File: config.mk
export PLATFORM = sky130hd
export DESIGN_NAME = rx_demux_top
export DESIGN_NICKNAME = d
export VERILOG_FILES = /design/src/hw/tlp_hdr_pkg.sv /design/src/hw/rx_chan_pkg.sv /design/src/hw/rx_skid_buffer.sv /design/src/hw/rx_a_classifier.sv /design/src/hw/rx_port_demux.sv /design/src/hw/rx_demux_top.sv
export SDC_FILE = /design/constraint.sdc
export NUM_CORES = 1
export LEC_CHECK = 0
export ABC_AREA = 1
export BUFFER_PORTS_ARGS = -buffer_cell sky130_fd_sc_hd__clkbuf_2
export CAP_MARGIN = 20
export CELL_PAD_IN_SITES_DETAIL_PLACEMENT = 0
export CELL_PAD_IN_SITES_GLOBAL_PLACEMENT = 1
export CORE_AREA = 2 2 280 282
export DETAILED_ROUTE_END_ITERATION = 12
export DIE_AREA = 0 0 282 284
export PLACE_DENSITY_LB_ADDON = 0.1
export SLEW_MARGIN = 20
export SYNTH_ARGS = -nofsm -noshare
export SYNTH_HDL_FRONTEND = slang
export SYNTH_SLANG_ARGS = --single-unit
File: constraint.sdc
create_clock -name clk -period 7.8 [get_ports clk]
set_input_delay 0.78 -clock clk [delete_from_list [all_inputs] [get_ports clk]]
set_output_delay 0.78 -clock clk [all_outputs]
set_load 0.02 [all_outputs]
File: src/hw/tlp_hdr_pkg.sv
// ==========================================================================
// Only the first 64 bits of a TLP header are described, which is all the
// receive split needs. fmt_type sits in the top byte of requests and completions.
// ==========================================================================
`default_nettype none

package tlp_hdr_pkg;

   // ========================================================================
   // Field widths and format codes
   // ========================================================================

   localparam int HDR_W        = 64;
   localparam int TAG_W        = 10;
   localparam int LEN_W        = 10;
   // Bit 6 of fmt_type is the "with data" bit of the fmt field
   localparam int FMT_DATA_BIT = 6;

   typedef logic [7:0] fmt_type_t;

   localparam fmt_type_t FMT_MRD  = 8'h20;
   localparam fmt_type_t FMT_MWR  = 8'h60;
   localparam fmt_type_t FMT_CPL  = 8'h0a;
   localparam fmt_type_t FMT_CPLD = 8'h4a;

   // First-beat header view, fmt_type on top so that a request decodes the
   // same way and can be told apart from a completion
   typedef struct packed {
      fmt_type_t              fmt_type;
      logic [TAG_W-1:0]       tag;
      logic [LEN_W-1:0]       length;
      logic [HDR_W-8-TAG_W-LEN_W-1:0] rsvd;
   } cpl_hdr_t;

   // ========================================================================
   // Classification helpers
   // ========================================================================

   // True for both Cpl and CplD
   function automatic logic is_completion(input fmt_type_t ft);
      return (ft == FMT_CPL) || (ft == FMT_CPLD);
   endfunction

   // The data bit alone, valid for requests as well as completions
   function automatic logic has_data(input fmt_type_t ft);
      return ft[FMT_DATA_BIT];
   endfunction

endpackage

`default_nettype wire

File: src/hw/rx_chan_pkg.sv
// ==========================================================================
// Channel mapping is fixed at compile time. Only one class may sit on RX-B;
// mapping both read completions and write commits to RX-B is not supported.
// ==========================================================================
`default_nettype none

package rx_chan_pkg;

   localparam int NUM_PORTS = 2;

   // The two receive channels coming from the PCIe subsystem
   typedef enum logic {
      CHAN_A = 1'b0,
      CHAN_B = 1'b1
   } chan_t;

   // Read completions arrive on RX-A, write commits on RX-B
   localparam chan_t CPL_CHAN       = CHAN_A;
   localparam chan_t WR_COMMIT_CHAN = CHAN_B;

   localparam int DATA_W = 64;
   localparam int KEEP_W = DATA_W / 8;
   localparam int USER_W = 8;

   // One beat as it travels through the buffers, 81 bits
   typedef struct packed {
      logic              last;
      logic [USER_W-1:0] user;
      logic [DATA_W-1:0] data;
      logic [KEEP_W-1:0] keep;
   } rx_beat_t;

   // A write commit keeps only the tag of the original write and the user
   // bits of its beat
   typedef struct packed {
      logic [tlp_hdr_pkg::TAG_W-1:0] tag;
      logic [USER_W-1:0]             user;
   } commit_t;

endpackage

`default_nettype wire

File: src/hw/rx_skid_buffer.sv
// ==========================================================================
// Two entries, one cycle of latency. in_ready comes straight from a flop so
// out_ready never reaches the upstream ready combinationally.
// ==========================================================================
`default_nettype none

module rx_skid_buffer #(
   parameter type payload_t = logic
) (
   input  logic     clk,
   input  logic     rst,
   input  logic     in_valid,
   input  payload_t in_data,
   output logic     in_ready,
   output logic     out_valid,
   output payload_t out_data,
   input  logic     out_ready
);

   // Second entry, only filled when the output is stalled
   logic     skid_valid;
   payload_t skid_data;
   // High when the output register is free to load this cycle
   logic     out_free;

   assign out_free = out_ready || !out_valid;

   // Upstream may push as long as the skid entry is empty
   assign in_ready = !skid_valid;

   // ========================================================================
   // Control state
   // ========================================================================

   always_ff @(posedge clk) begin
      if (rst) begin
         out_valid  <= 1'b0;
         skid_valid <= 1'b0;
      end else if (out_free) begin
         // The skid entry always drains first to keep order
         if (skid_valid) begin
            out_valid  <= 1'b1;
            skid_valid <= 1'b0;
         end else begin
            out_valid  <= in_valid;
         end
      end else if (in_valid && in_ready) begin
         // Output stalled, park the new beat in the second entry
         skid_valid <= 1'b1;
      end
   end

   // ========================================================================
   // Payload path
   // ========================================================================

   always_ff @(posedge clk) begin
      if (out_free) begin
         out_data <= skid_valid ? skid_data : in_data;
      end
      if (!out_free && in_ready) begin
         skid_data <= in_data;
      end
   end

endmodule

`default_nettype wire

File: src/hw/rx_a_classifier.sv
// ==========================================================================
// Decodes the header only on the start-of-packet beat. Later beats inherit
// the class; a commit is assumed to be a single beat.
// ==========================================================================
`default_nettype none

module rx_a_classifier (
   input  logic                  clk,
   input  logic                  rst,
   input  logic                  beat_valid,
   input  logic                  beat_ready,
   input  rx_chan_pkg::rx_beat_t beat,
   output logic                  is_cpl,
   output logic                  is_commit,
   output logic                  sop
);

   import tlp_hdr_pkg::*;

   // Header view of the current beat, only meaningful while sop is high
   cpl_hdr_t hdr;
   // Class of the packet in flight, kept for its non-SOP beats
   logic     is_cpl_q;
   // Header decode on the present beat
   logic     hdr_is_cpl;
   logic     hdr_has_data;
   // A beat moves on this cycle
   logic     xfer;

   assign hdr          = cpl_hdr_t'(beat.data);
   assign hdr_is_cpl   = is_completion(hdr.fmt_type);
   assign hdr_has_data = has_data(hdr.fmt_type);
   assign xfer         = beat_valid && beat_ready;

   // ========================================================================
   // Per-beat class
   // ========================================================================

   // On SOP the header decides; afterwards the stored class holds so that
   // payload bits that happen to look like a completion code don't matter
   assign is_cpl = sop ? hdr_is_cpl : is_cpl_q;

   // Commit has no data and only ever occupies the SOP beat
   assign is_commit = sop && hdr_is_cpl && !hdr_has_data;

   // ========================================================================
   // Packet boundary tracking
   // ========================================================================

   always_ff @(posedge clk) begin
      if (rst) begin
         // First beat after reset starts a packet
         sop      <= 1'b1;
         is_cpl_q <= 1'b0;
      end else if (xfer) begin
         // Next beat is a SOP exactly when this one was the last
         sop      <= beat.last;
         // Class drops back to idle once the packet ends
         is_cpl_q <= is_cpl && !beat.last;
      end
   end

endmodule

`default_nettype wire

File: src/hw/rx_port_demux.sv
// ==========================================================================
// RX-A stalls for any full destination its current class may go to. Stray
// completions on RX-A are dropped and flagged with unexpected_cpl.
// ==========================================================================
`default_nettype none

module rx_port_demux (
   input  logic                  clk,
   input  logic                  rst,
   input  logic                  port_rst,
   input  logic                  rx_a_valid,
   input  rx_chan_pkg::rx_beat_t rx_a_beat,
   output logic                  rx_a_ready,
   input  logic                  rx_b_valid,
   input  rx_chan_pkg::rx_beat_t rx_b_beat,
   output logic                  rx_b_ready,
   output logic                  mmio_valid,
   output rx_chan_pkg::rx_beat_t mmio_beat,
   input  logic                  mmio_ready,
   output logic                  cpl_valid,
   output rx_chan_pkg::rx_beat_t cpl_beat,
   input  logic                  cpl_ready,
   output logic                  commit_valid,
   output rx_chan_pkg::commit_t  commit,
   input  logic                  commit_ready,
   output logic                  unexpected_cpl
);

   import rx_chan_pkg::*;
   import tlp_hdr_pkg::*;

   localparam logic CPL_ON_A    = (CPL_CHAN == CHAN_A);
   localparam logic COMMIT_ON_A = (WR_COMMIT_CHAN == CHAN_A);

   // Port reset folds in the group reset
   logic     lrst;
   logic     a_sop;
   logic     a_is_cpl;
   logic     a_is_commit;
   logic     a_xfer;
   logic     mmio_in_ready;
   logic     cpl_in_ready;
   logic     commit_in_ready;
   // Sources selected for the completion and commit buffers
   logic     cpl_src_valid;
   rx_beat_t cpl_src_beat;
   logic     commit_src_valid;
   rx_beat_t commit_src_beat;
   cpl_hdr_t commit_src_hdr;
   commit_t  commit_in;
   logic     unexp_d;

   assign lrst = rst || port_rst;

   rx_a_classifier u_classifier (
      .clk        (clk),
      .rst        (lrst),
      .beat_valid (rx_a_valid),
      .beat_ready (rx_a_ready),
      .beat       (rx_a_beat),
      .is_cpl     (a_is_cpl),
      .is_commit  (a_is_commit),
      .sop        (a_sop)
   );

   // ========================================================================
   // Ready towards the PCIe side
   // ========================================================================

   // MMIO always counts, completion and commit buffers only when mapped to
   // RX-A and only for the class that would land there
   assign rx_a_ready = mmio_in_ready &&
                       (!CPL_ON_A || cpl_in_ready || !a_is_cpl || a_is_commit) &&
                       (!COMMIT_ON_A || commit_in_ready || !a_is_commit);

   // Ties high when neither class lives on RX-B
   assign rx_b_ready = (CPL_ON_A || cpl_in_ready) && (COMMIT_ON_A || commit_in_ready);

   // Buffer valids are gated by the full handshake so a beat held by a
   // different blocked destination is never taken twice
   assign a_xfer = rx_a_valid && rx_a_ready;

   // ========================================================================
   // Channel mapping
   // ========================================================================

   if (CPL_ON_A) begin : g_cpl_a
      assign cpl_src_valid = a_xfer && a_is_cpl && !a_is_commit;
      assign cpl_src_beat  = rx_a_beat;
   end else begin : g_cpl_b
      // Only completions travel on RX-B in this mapping
      assign cpl_src_valid = rx_b_valid && rx_b_ready;
      assign cpl_src_beat  = rx_b_beat;
   end

   if (COMMIT_ON_A) begin : g_commit_a
      assign commit_src_valid = a_xfer && a_is_commit;
      assign commit_src_beat  = rx_a_beat;
   end else begin : g_commit_b
      assign commit_src_valid = rx_b_valid && rx_b_ready;
      assign commit_src_beat  = rx_b_beat;
   end

   // Commit carries only the write's tag plus the sideband user bits
   assign commit_src_hdr = cpl_hdr_t'(commit_src_beat.data);
   assign commit_in.tag  = commit_src_hdr.tag;
   assign commit_in.user = commit_src_beat.user;

   // ========================================================================
   // Output buffers
   // ========================================================================

   rx_skid_buffer #(.payload_t(rx_beat_t)) u_mmio_skid (
      .clk       (clk),
      .rst       (lrst),
      .in_valid  (a_xfer && !a_is_cpl),
      .in_data   (rx_a_beat),
      .in_ready  (mmio_in_ready),
      .out_valid (mmio_valid),
      .out_data  (mmio_beat),
      .out_ready (mmio_ready)
   );

   rx_skid_buffer #(.payload_t(rx_beat_t)) u_cpl_skid (
      .clk       (clk),
      .rst       (lrst),
      .in_valid  (cpl_src_valid),
      .in_data   (cpl_src_beat),
      .in_ready  (cpl_in_ready),
      .out_valid (cpl_valid),
      .out_data  (cpl_beat),
      .out_ready (cpl_ready)
   );

   rx_skid_buffer #(.payload_t(commit_t)) u_commit_skid (
      .clk       (clk),
      .rst       (lrst),
      .in_valid  (commit_src_valid),
      .in_data   (commit_in),
      .in_ready  (commit_in_ready),
      .out_valid (commit_valid),
      .out_data  (commit),
      .out_ready (commit_ready)
   );

   // Completion on RX-A whose class is mapped to RX-B, flagged once per packet
   assign unexp_d = a_xfer && a_sop && a_is_cpl &&
                    (a_is_commit ? !COMMIT_ON_A : !CPL_ON_A);

   always_ff @(posedge clk) begin
      if (lrst) begin
         unexpected_cpl <= 1'b0;
      end else begin
         unexpected_cpl <= unexp_d;
      end
   end

endmodule

`default_nettype wire

File: src/hw/rx_demux_top.sv
// ==========================================================================
// One demux per port, no extra registers. Per-port signals are packed
// arrays indexed by port number.
// ==========================================================================
`default_nettype none

module rx_demux_top (
   input  logic                                                clk,
   input  logic                                                rst,
   input  logic [rx_chan_pkg::NUM_PORTS-1:0]                   port_rst,
   input  logic [rx_chan_pkg::NUM_PORTS-1:0]                   rx_a_valid,
   input  rx_chan_pkg::rx_beat_t [rx_chan_pkg::NUM_PORTS-1:0]  rx_a_beat,
   output logic [rx_chan_pkg::NUM_PORTS-1:0]                   rx_a_ready,
   input  logic [rx_chan_pkg::NUM_PORTS-1:0]                   rx_b_valid,
   input  rx_chan_pkg::rx_beat_t [rx_chan_pkg::NUM_PORTS-1:0]  rx_b_beat,
   output logic [rx_chan_pkg::NUM_PORTS-1:0]                   rx_b_ready,
   output logic [rx_chan_pkg::NUM_PORTS-1:0]                   mmio_valid,
   output rx_chan_pkg::rx_beat_t [rx_chan_pkg::NUM_PORTS-1:0]  mmio_beat,
   input  logic [rx_chan_pkg::NUM_PORTS-1:0]                   mmio_ready,
   output logic [rx_chan_pkg::NUM_PORTS-1:0]                   cpl_valid,
   output rx_chan_pkg::rx_beat_t [rx_chan_pkg::NUM_PORTS-1:0]  cpl_beat,
   input  logic [rx_chan_pkg::NUM_PORTS-1:0]                   cpl_ready,
   output logic [rx_chan_pkg::NUM_PORTS-1:0]                   commit_valid,
   output rx_chan_pkg::commit_t [rx_chan_pkg::NUM_PORTS-1:0]   commit,
   input  logic [rx_chan_pkg::NUM_PORTS-1:0]                   commit_ready,
   output logic [rx_chan_pkg::NUM_PORTS-1:0]                   unexpected_cpl
);

   import rx_chan_pkg::*;

   // Ports are fully independent, a port_rst touches only its own demux
   for (genvar p = 0; p < NUM_PORTS; p++) begin : g_port
      rx_port_demux u_port (
         .clk            (clk),
         .rst            (rst),
         .port_rst       (port_rst[p]),
         .rx_a_valid     (rx_a_valid[p]),
         .rx_a_beat      (rx_a_beat[p]),
         .rx_a_ready     (rx_a_ready[p]),
         .rx_b_valid     (rx_b_valid[p]),
         .rx_b_beat      (rx_b_beat[p]),
         .rx_b_ready     (rx_b_ready[p]),
         .mmio_valid     (mmio_valid[p]),
         .mmio_beat      (mmio_beat[p]),
         .mmio_ready     (mmio_ready[p]),
         .cpl_valid      (cpl_valid[p]),
         .cpl_beat       (cpl_beat[p]),
         .cpl_ready      (cpl_ready[p]),
         .commit_valid   (commit_valid[p]),
         .commit         (commit[p]),
         .commit_ready   (commit_ready[p]),
         .unexpected_cpl (unexpected_cpl[p])
      );
   end

endmodule

`default_nettype wire

== Word-level counts from Yosys, hierarchy flattened ==
Index checks and enable logic that the tools add are counted.
Word-level totals
  flip-flop bits (word level): 738
  output and inout bits: 372
Cells by class
  equal/unequal tests: 4
  multiplexer cells: 16
  reduce and logical (&&, ||, !) cells: 82
Operators with widths (count)
  two-way mux 81 bit: 4
  logical AND 1 bit: 36
  two-way mux 18 bit: 2
  zero test 1 bit: 26
  == test 8 x 4 -> 1 bit (second input constant): 2
  == test 8 x 7 -> 1 bit (second input constant): 2
  logical OR 1 bit: 14
  OR reduction 2 bit: 6
  two-way mux 1 bit: 10

== Longest topological paths before layout ==
  word-level depth: 11
  gate-level depth with buffers: 10
  mapped depth without buffers: 10

== Hierarchy ==
From an unflattened synthesis, not the netlist that was laid out.
Second synthesis, totals
  cell total of the unflattened synthesis: 2036
  area, all modules: 27208.6 um^2
Modules (own cells, without submodules)
  rx_skid_buffer (g_port[0].u_port.u_cpl_skid ...): instances 4, cells an instance 434, area each 5982.0 um^2
  rx_skid_buffer (g_port[0].u_port.u_commit_skid ...): instances 2, cells an instance 105, area each 1387.6 um^2
  rx_a_classifier: instances 2, cells an instance 27, area each 156.4 um^2
  rx_port_demux: instances 2, cells an instance 18, area each 96.3 um^2

== Least setup slack after synthesis ==
Ideal clock, no wire load.
  path type: input -> register
  start: input mmio_ready[0] (netlist name)
  end: register g_port[0].u_port.u_mmio_skid.skid_data[0] (netlist name) (enable)
  library setup time: 520 ps
  arrival time: 6251 ps
  slack: 1029 ps
  cell stages on the path: 3
  buffers on the path: 0
  path through: inv_1 > nand2_1 > nor2_1
On the way
  longest elaborated chain between the ends: 3
RTL lines
  start, declared: RTL line rx_demux_top.sv:19  | input logic [rx_chan_pkg::NUM_PORTS-1:0] mmio_ready,
  logical OR 1 bit: RTL line rx_skid_buffer.sv:26  | assign out_free = out_ready || !out_valid;
  net g_port[0].u_port.u_mmio_skid.out_free: RTL line rx_skid_buffer.sv:24  | logic out_free;
  zero test 1 bit: RTL line rx_skid_buffer.sv:61  | if (!out_free && in_ready) begin
  logical AND 1 bit: RTL line rx_skid_buffer.sv:61
  end signal, assigned: RTL line rx_skid_buffer.sv:62  | skid_data <= in_data;
  end, declared: RTL line rx_skid_buffer.sv:22  | payload_t skid_data;
The timed path passes the listed nets, and every way through them passes these cells.
A chain may end at the register's enable or synchronous reset.

== Worst setup path after layout ==
  start: register g_port[0].u_port.u_cpl_skid.out_valid
  end: register g_port[0].u_port.u_cpl_skid.skid_data[32] (netlist name) (enable)
On the way
  longest elaborated chain between the ends: 4
RTL lines
  start, declared: RTL line rx_skid_buffer.sv:15  | output logic out_valid,
  start signal, assigned: RTL line rx_skid_buffer.sv:45  | out_valid <= in_valid;
  zero test 1 bit: RTL line rx_skid_buffer.sv:26
  logical OR 1 bit: RTL line rx_skid_buffer.sv:26
  net g_port[0].u_port.u_cpl_skid.out_free: RTL line rx_skid_buffer.sv:24
  zero test 1 bit: RTL line rx_skid_buffer.sv:61
  logical AND 1 bit: RTL line rx_skid_buffer.sv:61
  end signal, assigned: RTL line rx_skid_buffer.sv:62
  end, declared: RTL line rx_skid_buffer.sv:22
The timed path passes the listed nets, and every way through them passes these cells.

==> implementation parameters <==
Parameter                              Value

Run status
  Outcome ... finished, final reports clean

Setup path
  Setup slack of the worst register-to-register path ... 4.46 ns
  Delay of the slowest cell on the worst path ... 0.66 ns
  Arrival time of the worst setup path ... 3.57 ns
  Top delay family on crit path ... buffers and inverters
  Category of the most critical setup path ... reg -> reg
  Destination of the worst register-to-register timing path ... g_port[0].u_port.u_cpl_skid.skid_data[32]$_DFFE_PP_
  R2R depth ... 6
  Critical path cell sequence ... inv_1 -> nor2_1 -> clkinv_2 -> nor2_4 -> buf_4 -> buf_4
  Critical path buffers and inverters ... 4
  Critical path's slowest cell ... sky130_fd_sc_hd__buf_4
  Nature of the critical path endpoint ... flop
  Worst reg2reg path startpoint ... g_port[0].u_port.u_cpl_skid.out_valid$_SDFFE_PP0P_
  Nature of the critical path startpoint ... flop
  Worst Path Max Fanout ... 46
  Most prevalent standard cell on the critical path ... sky130_fd_sc_hd__buf_4
  Worst path required time ... 8.02 ns

Logic synthesis
  Share of the synthesized area in the top cell type ... 80.34%
  Library cells used by synthesis ... 25
  Library cell with the largest summed area after synthesis ... sky130_fd_sc_hd__edfxtp_1
  YS warnings ... 0
  Post-synthesis cell area ... 0.02691 sq mm
  Gate Count Post-Synth ... 1,856
  Flops & latches, synth ... 738
  Synthesized net count ... 2,194
  Sequential-to-total area share from yosys stat ... 81.68%
  Biggest area contributors in the synthesized netlist ... sky130_fd_sc_hd__edfxtp_1, sky130_fd_sc_hd__nand2_1, sky130_fd_sc_hd__o21ai_0
  Per-instance average area after synthesis ... 14.50 sq um

STA
  Setup_tns ... 0 ns
  Final cycle utilization of the critical path ... 42.84%
  Clk_skew ... 0.02301 ns
  Worst hold slack ... 0.3516 ns
  Max-slew violation count ... 0
  Achievable Freq ... 0.2993 GHz
  Setup-failing EPs final ... 0
  Headroom to the max-slew limit ... 29.62%
  RSZ-0062 raised after global routing ... false
  Minimum clock period after layout ... 3.342 ns
  Worst Tran Pin Value ... 1.056 ns
  Final-report hold violation count ... 0

GRT
  Total congestion overflow after global routing ... 0
  Wire length of the first global-routing pass ... 101,300 um
  Overall global routing resource usage ... 17.04%
  Maximum number of pins on one net before global-route repair ... 107
  Initial antenna violation count ... 20
  Number of global-route vias before repair ... 16,070

Floorplan
  Starting density of the core ... 34.97%
  Die width ... 282 um
  I/O pin cnt ... 710
  Chip height ... 284 um
  Die Outline Area ... 0.08009 sq mm
  Core Rows ... 102
  Floorplan core area ... 0.07696 sq mm

Routing
  Count of vias placed by the detailed router ... 15,870
  Detailed route wirelength on metal2 ... 33,430 um
  Top layer reached by signal wires ... met5
  Antenna Violating Nets Remaining ... 0
  Iteration-0 DRC count of the detailed router ... 771
  Via/cell ratio ... 4.451
  Detailed-router iteration count before antenna repair ... 4
  Routed length per instance ... 19.35 um
  DRT Wirelength ... 69,000 um
  Remaining routing DRC violations ... 0
  Detailed-routed wire length on met3 ... 7145 um
  Metal1 wirelength ... 26,200 um

Power and ir drop
  Power, Total ... 8.754 mW
  Worst supply voltage drop on vdd ... 0.1375 mV
  Leakage component of the power ... 13.01 nW
  Power density of the placed cells ... 262.0 mW/mm^2

Layout
  Post-layout net count ... 2,790
  Layout-stage area growth over the synthesis result ... 24.18%
  Finished Cell Area ... 0.03342 sq mm
  Fraction of layout cells with a size suffix above 1 ... 30.04%

Clock network
  CTS H-tree lvls ... 3
  TritonCTS buffer count ... 82
  Insertion delay to the later sink of the worst-skew pair ... 0.61 ns
  Number of buffers on the longest clock path ... 3
  Clock transition at the registers of the reported paths ... 0.06 ns
  Hold_buf cts ... 0
  TritonCTS clock tree ... done
  Root buf cell ... sky130_fd_sc_hd__clkbuf_16
  Number of buffers inserted by post-CTS setup repair ... 0
  Total of cells resized after clock tree synthesis ... 0
  Total clock sinks ... 738

Placement
  # port buffers ... 583
  HPWL Detailed ... 45,050 um
  Placement Cell Area ... 0.03082 sq mm
  Global placer's final weighted congestion ... 0.7735

Job
  Max Cap Viol ... 0

Min path
  Endpoint of the worst hold-timing path ... g_port[1].u_port.u_commit_skid.skid_data[16]$_DFFE_PP_
  HP Class ... in -> reg
  Cell depth of the worst hold path ... 1
  Startpoint of the lowest-slack hold path ... rx_b_beat[143]
-- state kept, by name, indices dropped and copies added (netlist names), 36 cells and up --
signal,flops
g_port.u_port.u_commit_skid.out_data,36
g_port.u_port.u_commit_skid.skid_data,36
g_port.u_port.u_cpl_skid.out_data,162
g_port.u_port.u_cpl_skid.skid_data,162
g_port.u_port.u_mmio_skid.out_data,162
g_port.u_port.u_mmio_skid.skid_data,162
-- per-stage QoR --
stage	worst slack [ns]	utilization, %	cells
2_1_floorplan	1.029	-	1856
3_3_place_gp	3.798	40.04	3408
3_5_place_dp	3.736	40.04	3408
4_1_cts	4.256	43.40	3557
5_1_grt	4.159	43.42	3563
6_report	4.458	43.42	3565
-- cells by family (layout without fill, tap and decap cells) --
family / Yosys count / count (layout) / synth area share, %
simple gates: 512 / 512 / 7.644
compound gates: 334 / 334 / 6.212
other cells: 0 / 8 / 0
buf+inv: 272 / 933 / 4.463
flops: 738 / 738 / 81.68
-- where the power goes --
part	total, mW	switching (mW)	internal (mW)
clock	3.70	1.54	2.15
sequential	4.55	0.0448	4.51
combinational	0.504	0.356	0.147
total	8.75	1.95	6.81
-- how the worst max path moves through the flow --
| stage | start | endpoint | slack, ns | cells past startpoint |
|---|---|---|---|---|
| after floorplan | mmio_ready[0] | g_port[0].u_port.u_mmio_skid.skid_data[0]$_DFFE_PP_ | 1.03 | 3 |
| after global placement | cpl_ready[0] | g_port[0].u_port.u_cpl_skid.skid_data[23]$_DFFE_PP_ | 3.80 | 6 |
| after detailed placement | cpl_ready[0] | g_port[0].u_port.u_cpl_skid.skid_data[23]$_DFFE_PP_ | 3.74 | 6 |
| after CTS | g_port[0].u_port.u_cpl_skid.out_valid$_SDFFE_PP0P_ | g_port[0].u_port.u_cpl_skid.skid_data[14]$_DFFE_PP_ | 4.26 | 6 |
| after global routing | g_port[0].u_port.u_cpl_skid.out_valid$_SDFFE_PP0P_ | g_port[0].u_port.u_cpl_skid.skid_data[14]$_DFFE_PP_ | 4.16 | 6 |
| final | g_port[0].u_port.u_cpl_skid.out_valid$_SDFFE_PP0P_ | g_port[0].u_port.u_cpl_skid.skid_data[32]$_DFFE_PP_ | 4.46 | 6 |
-- per-layer routing --
metal	vias up	GRT usage, %
met5	-	0
met2	470	27.93
met3	103	7.393
met4	24	6.862
met1	7579	19.47
li1	7693	-
-- layout by cell type, fill, tap and decap left out --
| master | Yosys | layout |
|---|---|---|
| sky130_fd_sc_hd__clkinvlp_4 | 0 | 1 |
| sky130_fd_sc_hd__inv_1 | 176 | 174 |
| sky130_fd_sc_hd__nand2_2 | 10 | 10 |
| sky130_fd_sc_hd__clkbuf_16 | 0 | 85 |
| sky130_fd_sc_hd__diode_2 | 0 | 8 |
| sky130_fd_sc_hd__bufinv_16 | 0 | 3 |
| sky130_fd_sc_hd__clkinv_2 | 0 | 13 |
| sky130_fd_sc_hd__inv_6 | 0 | 2 |
| sky130_fd_sc_hd__o21ai_0 | 216 | 216 |
| sky130_fd_sc_hd__inv_2 | 4 | 4 |
| sky130_fd_sc_hd__nand3_2 | 6 | 6 |
| sky130_fd_sc_hd__nand2_1 | 454 | 452 |
| sky130_fd_sc_hd__clkinv_8 | 0 | 2 |
| sky130_fd_sc_hd__nand4_1 | 2 | 2 |
| sky130_fd_sc_hd__nor2_1 | 22 | 18 |
| sky130_fd_sc_hd__clkbuf_8 | 2 | 6 |
| sky130_fd_sc_hd__nor3_1 | 2 | 2 |
| sky130_fd_sc_hd__nand4_2 | 2 | 2 |
| sky130_fd_sc_hd__nor2_4 | 4 | 8 |
| sky130_fd_sc_hd__clkinv_1 | 2 | 20 |
| sky130_fd_sc_hd__nand3_1 | 6 | 6 |
| sky130_fd_sc_hd__nand2_4 | 0 | 2 |
| sky130_fd_sc_hd__buf_4 | 26 | 19 |
| sky130_fd_sc_hd__or2_2 | 2 | 2 |
| sky130_fd_sc_hd__edfxtp_1 | 720 | 720 |
| sky130_fd_sc_hd__a21oi_1 | 4 | 4 |
| sky130_fd_sc_hd__clkbuf_1 | 38 | 19 |
| sky130_fd_sc_hd__inv_16 | 0 | 1 |
| sky130_fd_sc_hd__dfxtp_1 | 18 | 14 |
| sky130_fd_sc_hd__clkbuf_2 | 0 | 583 |
| sky130_fd_sc_hd__clkinv_4 | 0 | 1 |
| sky130_fd_sc_hd__dfxtp_4 | 0 | 4 |
| sky130_fd_sc_hd__o21ai_1 | 114 | 114 |
| sky130_fd_sc_hd__nor2_2 | 2 | 2 |
-- synthesized netlist by cell type --
cell,instances
sky130_fd_sc_hd__nor2_1,22
sky130_fd_sc_hd__nor3_1,2
sky130_fd_sc_hd__inv_2,4
sky130_fd_sc_hd__buf_2,20
sky130_fd_sc_hd__nand2_2,10
sky130_fd_sc_hd__o21ai_1,114
sky130_fd_sc_hd__nor2_4,4
sky130_fd_sc_hd__nor2_2,2
sky130_fd_sc_hd__dfxtp_1,18
sky130_fd_sc_hd__buf_8,2
sky130_fd_sc_hd__nand4_2,2
sky130_fd_sc_hd__or2_2,2
sky130_fd_sc_hd__clkbuf_1,38
sky130_fd_sc_hd__clkbuf_8,2
sky130_fd_sc_hd__nand3_2,6
sky130_fd_sc_hd__buf_4,26
sky130_fd_sc_hd__nand4_1,2
sky130_fd_sc_hd__nand2_1,454
sky130_fd_sc_hd__edfxtp_1,720
sky130_fd_sc_hd__clkinv_1,2
sky130_fd_sc_hd__nand3_1,6
sky130_fd_sc_hd__o21ai_0,216
sky130_fd_sc_hd__buf_6,2
sky130_fd_sc_hd__a21oi_1,4
sky130_fd_sc_hd__inv_1,176
-- layout make-up --
class | instances | area, sq um
Timing Repair Buffer | 602 | 3060
Multi-Input combinational cell | 846 | 3774
Sequential cell | 738 | 22000
Clock buffer | 110 | 2281
Tap cell | 1040 | 1301
Clock inverter | 39 | 299.0
Inverter | 182 | 685.7
Antenna cell | 8 | 20.02
Fill cell | 7153 | 43540
No activity file was read; power rests on OpenSTA's default activity.
